==> config.mk <==
export PLATFORM = sky130hd
export DESIGN_NAME = mmu_sv32
export DESIGN_NICKNAME = d
export VERILOG_FILES = /design/src/hdl/mmu_pkg.sv /design/src/hdl/tlb.sv /design/src/hdl/itlb_translate.sv /design/src/hdl/dtlb_translate.sv /design/src/hdl/pte_refill.sv /design/src/hdl/mmu_sv32.sv
export SDC_FILE = /design/constraint.sdc
export NUM_CORES = 1
export LEC_CHECK = 0
export BUFFER_PORTS_ARGS = -buffer_cell sky130_fd_sc_hd__buf_2
export CORE_MARGIN = 1.5
export CORE_UTILIZATION = 45
export DETAILED_ROUTE_END_ITERATION = 7
export SLEW_MARGIN = 20
export SYNTH_ARGS = -nofsm -noshare
export SYNTH_HDL_FRONTEND = slang
export SYNTH_HIERARCHICAL = 1
export SYNTH_SLANG_ARGS = --single-unit
==> constraint.sdc <==
create_clock -name clk_i -period 11.76 [get_ports clk_i]
set_input_delay 1.764 -clock clk_i [delete_from_list [all_inputs] [get_ports clk_i]]
set_output_delay 1.764 -clock clk_i [all_outputs]
set_load 0.02 [all_outputs]
==> src/hdl/mmu_pkg.sv <==
// flat Sv32 PTE table, 4 KiB pages only, no ASIDs, no megapages, no MXR
`default_nettype none

package mmu_pkg;

  // ----------------------------------------
  // address widths
  // ----------------------------------------
  // sv32 virtual address
  localparam int unsigned VLEN  = 32;
  // sv32 physical address is 34 bits wide
  localparam int unsigned PLEN  = 34;
  localparam int unsigned PPNW  = 22;
  localparam int unsigned VPNW  = 20;
  // offset within a 4 KiB page
  localparam int unsigned PGOFS = 12;

  // privilege levels the mmu checks against
  typedef enum logic [1:0] {
    PRIV_U = 2'b00,
    PRIV_S = 2'b01
  } priv_t;

  // sv32 page table entry, msb first
  typedef struct packed {
    logic [PPNW-1:0] ppn;
    logic [1:0]      rsw;
    logic            d;
    logic            a;
    logic            g;
    logic            u;
    logic            x;
    logic            w;
    logic            r;
    logic            v;
  } pte_t;

  // exception as handed to the core
  typedef struct packed {
    logic            valid;
    logic [3:0]      cause;
    logic [VLEN-1:0] tval;
  } exc_t;

  // ----------------------------------------
  // mcause codes
  // ----------------------------------------
  localparam logic [3:0] CAUSE_INSTR_ACCESS = 4'd1;
  localparam logic [3:0] CAUSE_LD_ACCESS    = 4'd5;
  localparam logic [3:0] CAUSE_ST_ACCESS    = 4'd7;
  localparam logic [3:0] CAUSE_INSTR_PAGE   = 4'd12;
  localparam logic [3:0] CAUSE_LD_PAGE      = 4'd13;
  localparam logic [3:0] CAUSE_ST_PAGE      = 4'd15;

  // refill result, returned only to the path that missed
  typedef struct packed {
    logic            valid;
    logic            page_fault;
    logic            access_fault;
    logic [VPNW-1:0] vpn;
    pte_t            pte;
  } refill_t;

  // miss request from one translation path
  typedef struct packed {
    logic            valid;
    logic [VPNW-1:0] vpn;
  } miss_t;

  // ----------------------------------------
  // axi4-lite read channels
  // ----------------------------------------
  localparam logic [1:0] AXI_RESP_OKAY = 2'b00;

  // master to slave, arready travels back as its own port
  typedef struct packed {
    logic            arvalid;
    logic [PLEN-1:0] araddr;
    logic [1:0]      arprot;
  } axil_ar_t;

  // slave to master, rready travels back as its own port
  typedef struct packed {
    logic        rvalid;
    logic [31:0] rdata;
    logic [1:0]  rresp;
  } axil_r_t;

endpackage

`default_nettype wire

==> src/hdl/tlb.sv <==
// fully associative, lookup is combinational; a refill must not hit an entry already present
`timescale 1ns/1ns
`default_nettype none

module tlb import mmu_pkg::*; #(
  parameter int unsigned ENTRIES = 4
) (
  input  logic            clk_i,
  input  logic            arst_n_i,
  input  logic            flush_i,
  input  logic [VPNW-1:0] lu_vpn_i,
  output logic            lu_hit_o,
  output pte_t            lu_pte_o,
  input  refill_t         wr_i
);

  // victim pointer width, at least one bit
  localparam int unsigned IDXW = (ENTRIES > 1) ? $clog2(ENTRIES) : 1;

  // tag and pte storage
  logic [VPNW-1:0]    tag_q [ENTRIES];
  pte_t               pte_q [ENTRIES];
  logic [ENTRIES-1:0] valid_q;
  logic [ENTRIES-1:0] hit_vec;
  logic [IDXW-1:0]    victim_q;

  // ----------------------------------------
  // lookup
  // ----------------------------------------
  // all tags compared in parallel
  always_comb begin
    lu_pte_o = '0;
    for (int i = 0; i < ENTRIES; i++) begin
      hit_vec[i] = valid_q[i] && (tag_q[i] == lu_vpn_i);
      // at most one entry matches, so the last match is the only one
      if (hit_vec[i]) begin
        lu_pte_o = pte_q[i];
      end
    end
  end

  assign lu_hit_o = |hit_vec;

  // ----------------------------------------
  // write and flush
  // ----------------------------------------
  // flush clears every entry and beats a write in the same cycle
  always_ff @(posedge clk_i or negedge arst_n_i) begin
    if (!arst_n_i) begin
      valid_q  <= '0;
      victim_q <= '0;
    end else if (flush_i) begin
      valid_q <= '0;
    end else if (wr_i.valid) begin
      valid_q[victim_q] <= 1'b1;
      // round robin over the entries
      if (victim_q == IDXW'(ENTRIES - 1)) begin
        victim_q <= '0;
      end else begin
        victim_q <= victim_q + 1'b1;
      end
    end
  end

  // tag and pte follow the victim pointer
  always_ff @(posedge clk_i) begin
    if (wr_i.valid && !flush_i) begin
      tag_q[victim_q] <= wr_i.vpn;
      pte_q[victim_q] <= wr_i.pte;
    end
  end

  // a double hit would mean the refill unit served a page this tlb already held
  a_single_hit: assert property (@(posedge clk_i) disable iff (!arst_n_i)
    $onehot0(hit_vec))
    else $error("tlb: more than one entry hits vpn %h", lu_vpn_i);

endmodule

`default_nettype wire

==> src/hdl/itlb_translate.sv <==
// answers in the request cycle on a hit; requester holds fetch_req_i and address until valid
`timescale 1ns/1ns
`default_nettype none

module itlb_translate import mmu_pkg::*; #(
  parameter int unsigned ENTRIES = 4
) (
  input  logic            clk_i,
  input  logic            arst_n_i,
  input  logic            enable_i,
  input  logic            flush_tlb_i,
  input  logic            fetch_req_i,
  input  logic [VLEN-1:0] fetch_vaddr_i,
  input  priv_t           priv_lvl_i,
  output logic            fetch_valid_o,
  output logic [PLEN-1:0] fetch_paddr_o,
  output exc_t            fetch_exc_o,
  output miss_t           miss_o,
  input  refill_t         refill_i
);

  logic    tlb_hit;
  pte_t    tlb_pte;
  refill_t tlb_wr;
  logic    refill_fault;
  logic    perm_err;

  assign refill_fault = refill_i.page_fault || refill_i.access_fault;

  // only a clean refill is written into the itlb
  always_comb begin
    tlb_wr       = refill_i;
    tlb_wr.valid = refill_i.valid && !refill_fault;
  end

  tlb #(
    .ENTRIES (ENTRIES)
  ) i_itlb (
    .clk_i    (clk_i),
    .arst_n_i (arst_n_i),
    .flush_i  (flush_tlb_i),
    .lu_vpn_i (fetch_vaddr_i[VLEN-1:PGOFS]),
    .lu_hit_o (tlb_hit),
    .lu_pte_o (tlb_pte),
    .wr_i     (tlb_wr)
  );

  // page must be executable, user pages for U mode only
  assign perm_err = !tlb_pte.x
                 || ((priv_lvl_i == PRIV_U) && !tlb_pte.u)
                 || ((priv_lvl_i == PRIV_S) && tlb_pte.u);

  // miss stays up until the refill for this fetch comes back
  assign miss_o.valid = fetch_req_i && enable_i && !tlb_hit && !refill_i.valid;
  assign miss_o.vpn   = fetch_vaddr_i[VLEN-1:PGOFS];

  // ----------------------------------------
  // fetch response
  // ----------------------------------------
  always_comb begin
    // translation off, pass the address through
    fetch_valid_o    = fetch_req_i;
    fetch_paddr_o    = {{(PLEN-VLEN){1'b0}}, fetch_vaddr_i};
    fetch_exc_o      = '0;
    fetch_exc_o.tval = fetch_vaddr_i;
    if (enable_i) begin
      fetch_valid_o = 1'b0;
      fetch_paddr_o = {tlb_pte.ppn, fetch_vaddr_i[PGOFS-1:0]};
      if (tlb_hit) begin
        // hit answers in the same cycle
        fetch_valid_o = fetch_req_i;
        if (perm_err) begin
          fetch_exc_o.valid = fetch_req_i;
          fetch_exc_o.cause = CAUSE_INSTR_PAGE;
        end
      end else if (refill_i.valid && refill_fault) begin
        // faulting refill completes the held fetch right away
        fetch_valid_o     = fetch_req_i;
        fetch_exc_o.valid = fetch_req_i;
        fetch_exc_o.cause = refill_i.page_fault ? CAUSE_INSTR_PAGE : CAUSE_INSTR_ACCESS;
      end
    end
  end

endmodule

`default_nettype wire

==> src/hdl/dtlb_translate.sv <==
// answers one cycle after the lookup; requester holds lsu_req_i and its inputs until valid
`timescale 1ns/1ns
`default_nettype none

module dtlb_translate import mmu_pkg::*; #(
  parameter int unsigned ENTRIES = 4
) (
  input  logic            clk_i,
  input  logic            arst_n_i,
  input  logic            enable_i,
  input  logic            flush_tlb_i,
  input  logic            lsu_req_i,
  input  logic [VLEN-1:0] lsu_vaddr_i,
  input  logic            lsu_is_store_i,
  input  priv_t           ld_st_priv_lvl_i,
  input  logic            sum_i,
  output logic            lsu_valid_o,
  output logic [PLEN-1:0] lsu_paddr_o,
  output exc_t            lsu_exc_o,
  output miss_t           miss_o,
  input  refill_t         refill_i
);

  // registered request and lookup result
  logic            req_q;
  logic            hit_q;
  logic [VLEN-1:0] vaddr_q;
  logic            is_store_q;
  priv_t           priv_q;
  logic            sum_q;
  pte_t            pte_q;
  // lookup sampled during the refill cycle is stale
  logic            refill_wait_q;

  logic    tlb_hit;
  pte_t    tlb_pte;
  refill_t tlb_wr;
  logic    refill_fault;
  logic    access_err;

  assign refill_fault = refill_i.page_fault || refill_i.access_fault;

  always_comb begin
    tlb_wr       = refill_i;
    tlb_wr.valid = refill_i.valid && !refill_fault;
  end

  tlb #(
    .ENTRIES (ENTRIES)
  ) i_dtlb (
    .clk_i    (clk_i),
    .arst_n_i (arst_n_i),
    .flush_i  (flush_tlb_i),
    .lu_vpn_i (lsu_vaddr_i[VLEN-1:PGOFS]),
    .lu_hit_o (tlb_hit),
    .lu_pte_o (tlb_pte),
    .wr_i     (tlb_wr)
  );

  // ----------------------------------------
  // request stage
  // ----------------------------------------
  always_ff @(posedge clk_i or negedge arst_n_i) begin
    if (!arst_n_i) begin
      req_q         <= 1'b0;
      hit_q         <= 1'b0;
      refill_wait_q <= 1'b0;
    end else begin
      // a request completing now is still on the inputs and must not be taken twice
      req_q         <= lsu_req_i && !lsu_valid_o;
      hit_q         <= tlb_hit;
      refill_wait_q <= refill_i.valid;
    end
  end

  always_ff @(posedge clk_i) begin
    vaddr_q    <= lsu_vaddr_i;
    is_store_q <= lsu_is_store_i;
    priv_q     <= ld_st_priv_lvl_i;
    sum_q      <= sum_i;
    pte_q      <= tlb_pte;
  end

  // S mode reaches user pages only with SUM and U mode reaches only user pages
  assign access_err = ((priv_q == PRIV_S) && !sum_q && pte_q.u)
                   || ((priv_q == PRIV_U) && !pte_q.u);

  assign miss_o.valid = req_q && enable_i && !hit_q && !refill_wait_q;
  assign miss_o.vpn   = vaddr_q[VLEN-1:PGOFS];

  // ----------------------------------------
  // load and store response
  // ----------------------------------------
  always_comb begin
    lsu_valid_o    = req_q;
    lsu_paddr_o    = {{(PLEN-VLEN){1'b0}}, vaddr_q};
    lsu_exc_o      = '0;
    lsu_exc_o.tval = vaddr_q;
    if (enable_i) begin
      lsu_valid_o = 1'b0;
      lsu_paddr_o = {pte_q.ppn, vaddr_q[PGOFS-1:0]};
      if (req_q && hit_q) begin
        lsu_valid_o = 1'b1;
        if (is_store_q) begin
          // stores need a writable page that is already dirty
          if (!pte_q.w || !pte_q.d || access_err) begin
            lsu_exc_o.valid = 1'b1;
            lsu_exc_o.cause = CAUSE_ST_PAGE;
          end
        end else if (!pte_q.r || access_err) begin
          lsu_exc_o.valid = 1'b1;
          lsu_exc_o.cause = CAUSE_LD_PAGE;
        end
      end else if (req_q && refill_i.valid && refill_fault) begin
        // refill fault ends the request in this cycle
        lsu_valid_o     = 1'b1;
        lsu_exc_o.valid = 1'b1;
        if (refill_i.page_fault) begin
          lsu_exc_o.cause = is_store_q ? CAUSE_ST_PAGE : CAUSE_LD_PAGE;
        end else begin
          lsu_exc_o.cause = is_store_q ? CAUSE_ST_ACCESS : CAUSE_LD_ACCESS;
        end
      end
    end
  end

  // a completion belongs to the registered request that is still held on the inputs
  a_valid_after_req: assert property (@(posedge clk_i) disable iff (!arst_n_i)
    lsu_valid_o |-> (lsu_req_i && (lsu_vaddr_i == vaddr_q)))
    else $error("dtlb: lsu_valid_o without a registered request");

endmodule

`default_nettype wire

==> src/hdl/pte_refill.sv <==
// one AXI4-Lite read in flight; satp_ppn_i is sampled when a miss is taken
`timescale 1ns/1ns
`default_nettype none

module pte_refill import mmu_pkg::*; (
  input  logic            clk_i,
  input  logic            arst_n_i,
  input  logic [PPNW-1:0] satp_ppn_i,
  input  miss_t           imiss_i,
  input  miss_t           dmiss_i,
  output refill_t         irefill_o,
  output refill_t         drefill_o,
  output logic            itlb_miss_o,
  output logic            dtlb_miss_o,
  output axil_ar_t        ar_o,
  input  logic            arready_i,
  input  axil_r_t         r_i,
  output logic            rready_o
);

  // secure privileged data access
  localparam logic [1:0] ARPROT_DATA_PRIV = 2'b01;

  typedef enum logic [1:0] {
    S_IDLE,
    S_ADDR,
    S_DATA
  } state_e;

  state_e          state_q, state_d;
  // high while the instruction path is served
  logic            serve_instr_q, serve_instr_d;
  logic [VPNW-1:0] vpn_q, vpn_d;
  logic [PLEN-1:0] araddr_q, araddr_d;

  miss_t   sel_miss;
  logic    ar_hs;
  logic    r_hs;
  pte_t    rd_pte;
  logic    rd_access_err;
  logic    rd_page_err;
  refill_t refill;

  // fetch misses win over data misses
  assign sel_miss = imiss_i.valid ? imiss_i : dmiss_i;

  // ----------------------------------------
  // fsm
  // ----------------------------------------
  always_comb begin
    state_d       = state_q;
    serve_instr_d = serve_instr_q;
    vpn_d         = vpn_q;
    araddr_d      = araddr_q;
    unique case (state_q)
      S_IDLE: begin
        if (sel_miss.valid) begin
          state_d       = S_ADDR;
          serve_instr_d = imiss_i.valid;
          vpn_d         = sel_miss.vpn;
          // flat table with one word per vpn above satp
          araddr_d      = {satp_ppn_i, {PGOFS{1'b0}}} + PLEN'({sel_miss.vpn, 2'b00});
        end
      end
      S_ADDR: begin
        if (ar_hs) begin
          state_d = S_DATA;
        end
      end
      S_DATA: begin
        if (r_hs) begin
          state_d = S_IDLE;
        end
      end
      default: state_d = S_IDLE;
    endcase
  end

  always_ff @(posedge clk_i or negedge arst_n_i) begin
    if (!arst_n_i) begin
      state_q       <= S_IDLE;
      serve_instr_q <= 1'b0;
    end else begin
      state_q       <= state_d;
      serve_instr_q <= serve_instr_d;
    end
  end

  always_ff @(posedge clk_i) begin
    vpn_q    <= vpn_d;
    araddr_q <= araddr_d;
  end

  // ----------------------------------------
  // axi4-lite read
  // ----------------------------------------
  assign ar_o.arvalid = (state_q == S_ADDR);
  assign ar_o.araddr  = araddr_q;
  assign ar_o.arprot  = ARPROT_DATA_PRIV;
  assign rready_o     = (state_q == S_DATA);

  assign ar_hs = ar_o.arvalid && arready_i;
  assign r_hs  = r_i.rvalid && rready_o;

  // one miss pulse per AR handshake for the path it was made for
  assign itlb_miss_o = ar_hs && serve_instr_q;
  assign dtlb_miss_o = ar_hs && !serve_instr_q;

  // ----------------------------------------
  // pte classification
  // ----------------------------------------
  assign rd_pte        = r_i.rdata;
  // any response but OKAY is an access fault
  assign rd_access_err = (r_i.rresp != AXI_RESP_OKAY);
  // no valid leaf or the reserved write-only encoding
  assign rd_page_err   = !rd_access_err
                      && (!rd_pte.v || !rd_pte.r || (rd_pte.w && !rd_pte.r));

  always_comb begin
    refill.valid        = r_hs;
    refill.page_fault   = rd_page_err;
    refill.access_fault = rd_access_err;
    refill.vpn          = vpn_q;
    refill.pte          = rd_pte;
    // result goes only to the path being served
    irefill_o           = refill;
    irefill_o.valid     = r_hs && serve_instr_q;
    drefill_o           = refill;
    drefill_o.valid     = r_hs && !serve_instr_q;
  end

  a_araddr_stable: assert property (@(posedge clk_i) disable iff (!arst_n_i)
    (ar_o.arvalid && !arready_i) |=> (ar_o.arvalid && $stable(ar_o.araddr)))
    else $error("pte_refill: araddr changed while waiting for arready");

  // no AR may overlap the read in flight that rready marks
  a_one_outstanding: assert property (@(posedge clk_i) disable iff (!arst_n_i)
    rready_o |-> !ar_o.arvalid)
    else $error("pte_refill: second AR before the R handshake");

endmodule

`default_nettype wire

==> src/hdl/mmu_sv32.sv <==
// Sv32 mmu with flat PTE table; fetch and load/store translate in parallel, one shared refill
`timescale 1ns/1ns
`default_nettype none

module mmu_sv32 import mmu_pkg::*; #(
  parameter int unsigned ITLB_ENTRIES = 4,
  parameter int unsigned DTLB_ENTRIES = 4
) (
  input  logic            clk_i,
  input  logic            arst_n_i,
  // csr state
  input  logic            enable_translation_i,
  input  logic            en_ld_st_translation_i,
  input  logic            flush_tlb_i,
  input  logic [PPNW-1:0] satp_ppn_i,
  // instruction fetch
  input  logic            fetch_req_i,
  input  logic [VLEN-1:0] fetch_vaddr_i,
  input  priv_t           priv_lvl_i,
  output logic            fetch_valid_o,
  output logic [PLEN-1:0] fetch_paddr_o,
  output exc_t            fetch_exc_o,
  // load and store unit
  input  logic            lsu_req_i,
  input  logic [VLEN-1:0] lsu_vaddr_i,
  input  logic            lsu_is_store_i,
  input  priv_t           ld_st_priv_lvl_i,
  input  logic            sum_i,
  output logic            lsu_valid_o,
  output logic [PLEN-1:0] lsu_paddr_o,
  output exc_t            lsu_exc_o,
  // miss pulses for the performance counters
  output logic            itlb_miss_o,
  output logic            dtlb_miss_o,
  // pte fetch over axi4-lite read
  output axil_ar_t        ar_o,
  input  logic            arready_i,
  input  axil_r_t         r_i,
  output logic            rready_o
);

  miss_t   imiss;
  miss_t   dmiss;
  refill_t irefill;
  refill_t drefill;

  // ----------------------------------------
  // instruction path
  // ----------------------------------------
  itlb_translate #(
    .ENTRIES (ITLB_ENTRIES)
  ) i_itlb_translate (
    .clk_i         (clk_i),
    .arst_n_i      (arst_n_i),
    .enable_i      (enable_translation_i),
    .flush_tlb_i   (flush_tlb_i),
    .fetch_req_i   (fetch_req_i),
    .fetch_vaddr_i (fetch_vaddr_i),
    .priv_lvl_i    (priv_lvl_i),
    .fetch_valid_o (fetch_valid_o),
    .fetch_paddr_o (fetch_paddr_o),
    .fetch_exc_o   (fetch_exc_o),
    .miss_o        (imiss),
    .refill_i      (irefill)
  );

  // ----------------------------------------
  // data path
  // ----------------------------------------
  dtlb_translate #(
    .ENTRIES (DTLB_ENTRIES)
  ) i_dtlb_translate (
    .clk_i            (clk_i),
    .arst_n_i         (arst_n_i),
    .enable_i         (en_ld_st_translation_i),
    .flush_tlb_i      (flush_tlb_i),
    .lsu_req_i        (lsu_req_i),
    .lsu_vaddr_i      (lsu_vaddr_i),
    .lsu_is_store_i   (lsu_is_store_i),
    .ld_st_priv_lvl_i (ld_st_priv_lvl_i),
    .sum_i            (sum_i),
    .lsu_valid_o      (lsu_valid_o),
    .lsu_paddr_o      (lsu_paddr_o),
    .lsu_exc_o        (lsu_exc_o),
    .miss_o           (dmiss),
    .refill_i         (drefill)
  );

  // shared refill, serves one miss at a time
  pte_refill i_pte_refill (
    .clk_i       (clk_i),
    .arst_n_i    (arst_n_i),
    .satp_ppn_i  (satp_ppn_i),
    .imiss_i     (imiss),
    .dmiss_i     (dmiss),
    .irefill_o   (irefill),
    .drefill_o   (drefill),
    .itlb_miss_o (itlb_miss_o),
    .dtlb_miss_o (dtlb_miss_o),
    .ar_o        (ar_o),
    .arready_i   (arready_i),
    .r_i         (r_i),
    .rready_o    (rready_o)
  );

endmodule

`default_nettype wire

==> summary.txt <==
Status -> completed
Type of the worst min-delay path -> register to register
Die ar. -> 49400 sq um
First-pass GRT wire length -> 79.7 mm
Worst-path maximum fanout -> 49
Largest net degree at the start of global routing -> 54
Total Nets Final -> 1721
PostCTS Resize Cnt -> 0
Drt drc -> 0
Die H -> 222 microns
Core area -> 47500 sq um
Drt total wl -> 55.5 mm
Worst-path clk slew -> 0.06 ns
Area Growth Syn to Fin -> 8.50%
Final HPWL DP -> 37.0 mm
Max-cap check violation count -> 0
IO Port Bufs -> 273
Slew headroom -> 0.500
Setup TNS -> 0 ns
Critical path arrival -> 4.95 ns
Crit. End Element -> output port
Post-detailed-route count of antenna-violating nets -> 0
Leakage -> 8.57 nW
Post-CTS setup buffer count -> 0
Most common cell after layout, fill and taps aside -> edfxtp_1
Setup violators final -> 0
Worst skew pair latency -> 0.60 ns
FILL cells -> 4094
H-tree Lvls -> 2
Clock tree buffer depth -> 3
Grt ovf -> 0
Total track usage -> 0.223
Most frequent cells in the layout -> edfxtp_1, buf_2, xnor2_1, nor2_1, dfxtp_1
Final worst slack -> 5.05 ns
Layout cells sized above 1 -> 0.317
Power Dens Cells -> 164 nW/um^2
Initial Utilization -> 0.455
Number of antenna violations at the first check in global routing -> 4
DRT iter0 DRCs -> 967
Average wire per standard cell -> 25.0 microns
Clk_skew -> 0.0232 ns
TritonCTS clock tree -> done
Pre-CTS WS -> 4.84 ns
Placer Congestion -> 0.803
Root Driver -> clkbuf_16
Vias -> 12.1k
Period utilization -> 0.571
Worst-margin pin slew -> 0.749 ns
CTS Hold Bufs -> 0
Worst VDD drop -> 0.116 mV
Slew Viols, Final -> 0
# rows -> 80
Netlist Area Pre-Place -> 21600 sq um
Multi-input gate area -> 5790 sq um
RSZ-0062 raised after global routing -> no
Post-synthesis cell count -> 1495
Clock sinks -> 482
Drt first pass iters -> 5
Yosys warnings -> 6
Vias in the first global route -> 11.8k
Number of vias per cell -> 5.45
Startpoint types -> input port
Ports -> 319
Syn_area_per_cell -> 14.5 sq um
Final Hold Fails -> 0
Worst setup path category -> input port to output port
Req. time, crit path -> 10.00 ns
Total CTS buffers -> 49
Fin crit period -> 6.71 ns
Die width -> 222 microns
FF+latch area -> 13800 sq um
FMAX -> 149 MHz
state kept, by name, summed over array words and instances, names as in the netlist:
| register | flops |
|---|---|
| i_dtlb_translate/hit_q | 1 |
| i_dtlb_translate/i_dtlb/pte_q | 104 |
| i_dtlb_translate/i_dtlb/tag_q | 80 |
| i_dtlb_translate/i_dtlb/valid_q | 4 |
| i_dtlb_translate/i_dtlb/victim_q | 2 |
| i_dtlb_translate/is_store_q | 1 |
| i_dtlb_translate/priv_q | 2 |
| i_dtlb_translate/pte_q | 26 |
| i_dtlb_translate/refill_wait_q | 1 |
| i_dtlb_translate/req_q | 1 |
| i_dtlb_translate/sum_q | 1 |
| i_dtlb_translate/vaddr_q | 32 |
| i_itlb_translate/i_itlb/pte_q | 96 |
| i_itlb_translate/i_itlb/tag_q | 80 |
| i_itlb_translate/i_itlb/valid_q | 4 |
| i_itlb_translate/i_itlb/victim_q | 2 |
| i_pte_refill/araddr_q | 22 |
| i_pte_refill/serve_instr_q | 1 |
| i_pte_refill/state_q | 2 |
| i_pte_refill/vpn_q | 20 |
power breakdown:
group / switching [mW] / leakage [nW] / total [mW] / internal, mW
Combinational: 0.222 / 3.45 / 0.337 / 0.115
Sequential: 0.0775 / 4.37 / 2.02 / 1.94
Clock: 0.648 / 0.748 / 1.50 / 0.857
Total: 0.948 / 8.57 / 3.86 / 2.91
area by class of cell:
type	instances	share of cell area
antenna	3	0.000320
clock buffer	68	0.0565
clock inverter	22	0.00895
inverter	20	0.00320
multi-input combinational	718	0.246
sequential	482	0.586
tap	615	0.0328
timing repair buffer	296	0.0656
worst paths after layout:
path	endpoint	cells after the start	slack, ns	from
worst min register to register	i_dtlb_translate/i_dtlb/valid_q[0]	1	0.48	i_dtlb_translate/i_dtlb/valid_q[0]
worst max register to register	i_pte_refill/araddr_q[31]	16	6.56	i_itlb_translate/i_itlb/tag_q[3][6]
max in group asynchronous	i_itlb_translate/i_itlb/victim_q[1]	1	10.30	arst_n_i
min in group asynchronous	i_pte_refill/serve_instr_q	1	1.12	arst_n_i
worst min-delay path	i_dtlb_translate/i_dtlb/valid_q[0]	1	0.48	i_dtlb_translate/i_dtlb/valid_q[0]
worst max-delay path	fetch_exc_o[36]	12	5.05	fetch_vaddr_i[29]
critical path: stages:
cell	delay (ns)
buf_2	0.30
xnor2_1	0.17
nand4_1	0.11
nor4_1	0.52
nand4_1	0.15
buf_4	0.37
and2_4	0.40
a221oi_2	0.40
xnor2_1	0.18
a31oi_2	0.12
a211oi_2	0.23
buf_2	0.20
metal layers:
layer,vias to the layer above,global-route usage,part of all wire
met5,-,0,0
met4,0,0.0588,0.020
met3,64,0.0413,0.070
met2,464,0.350,0.47
met1,6153,0.318,0.44
li1,5433,-,-
stage by stage:
| stage | hold slack, ns | cell area, sq um | instances | util | power, mW |
|---|---|---|---|---|---|
| CTS | 0.483 | 23500 | 2221 | 0.494 | 3.89 |
| finish | 0.481 | 23500 | 2224 | 0.494 | 3.86 |
| floorplan | 0.446 | 21600 | 1497 | - | 2.29 |
| detailed placement | 0.470 | 21900 | 2131 | 0.461 | 2.39 |
| global placement | 0.455 | 21900 | 2131 | 0.461 | 2.39 |
| global route | 0.502 | 23500 | 2222 | 0.494 | 3.99 |
(Power assumes the default switching activity.)
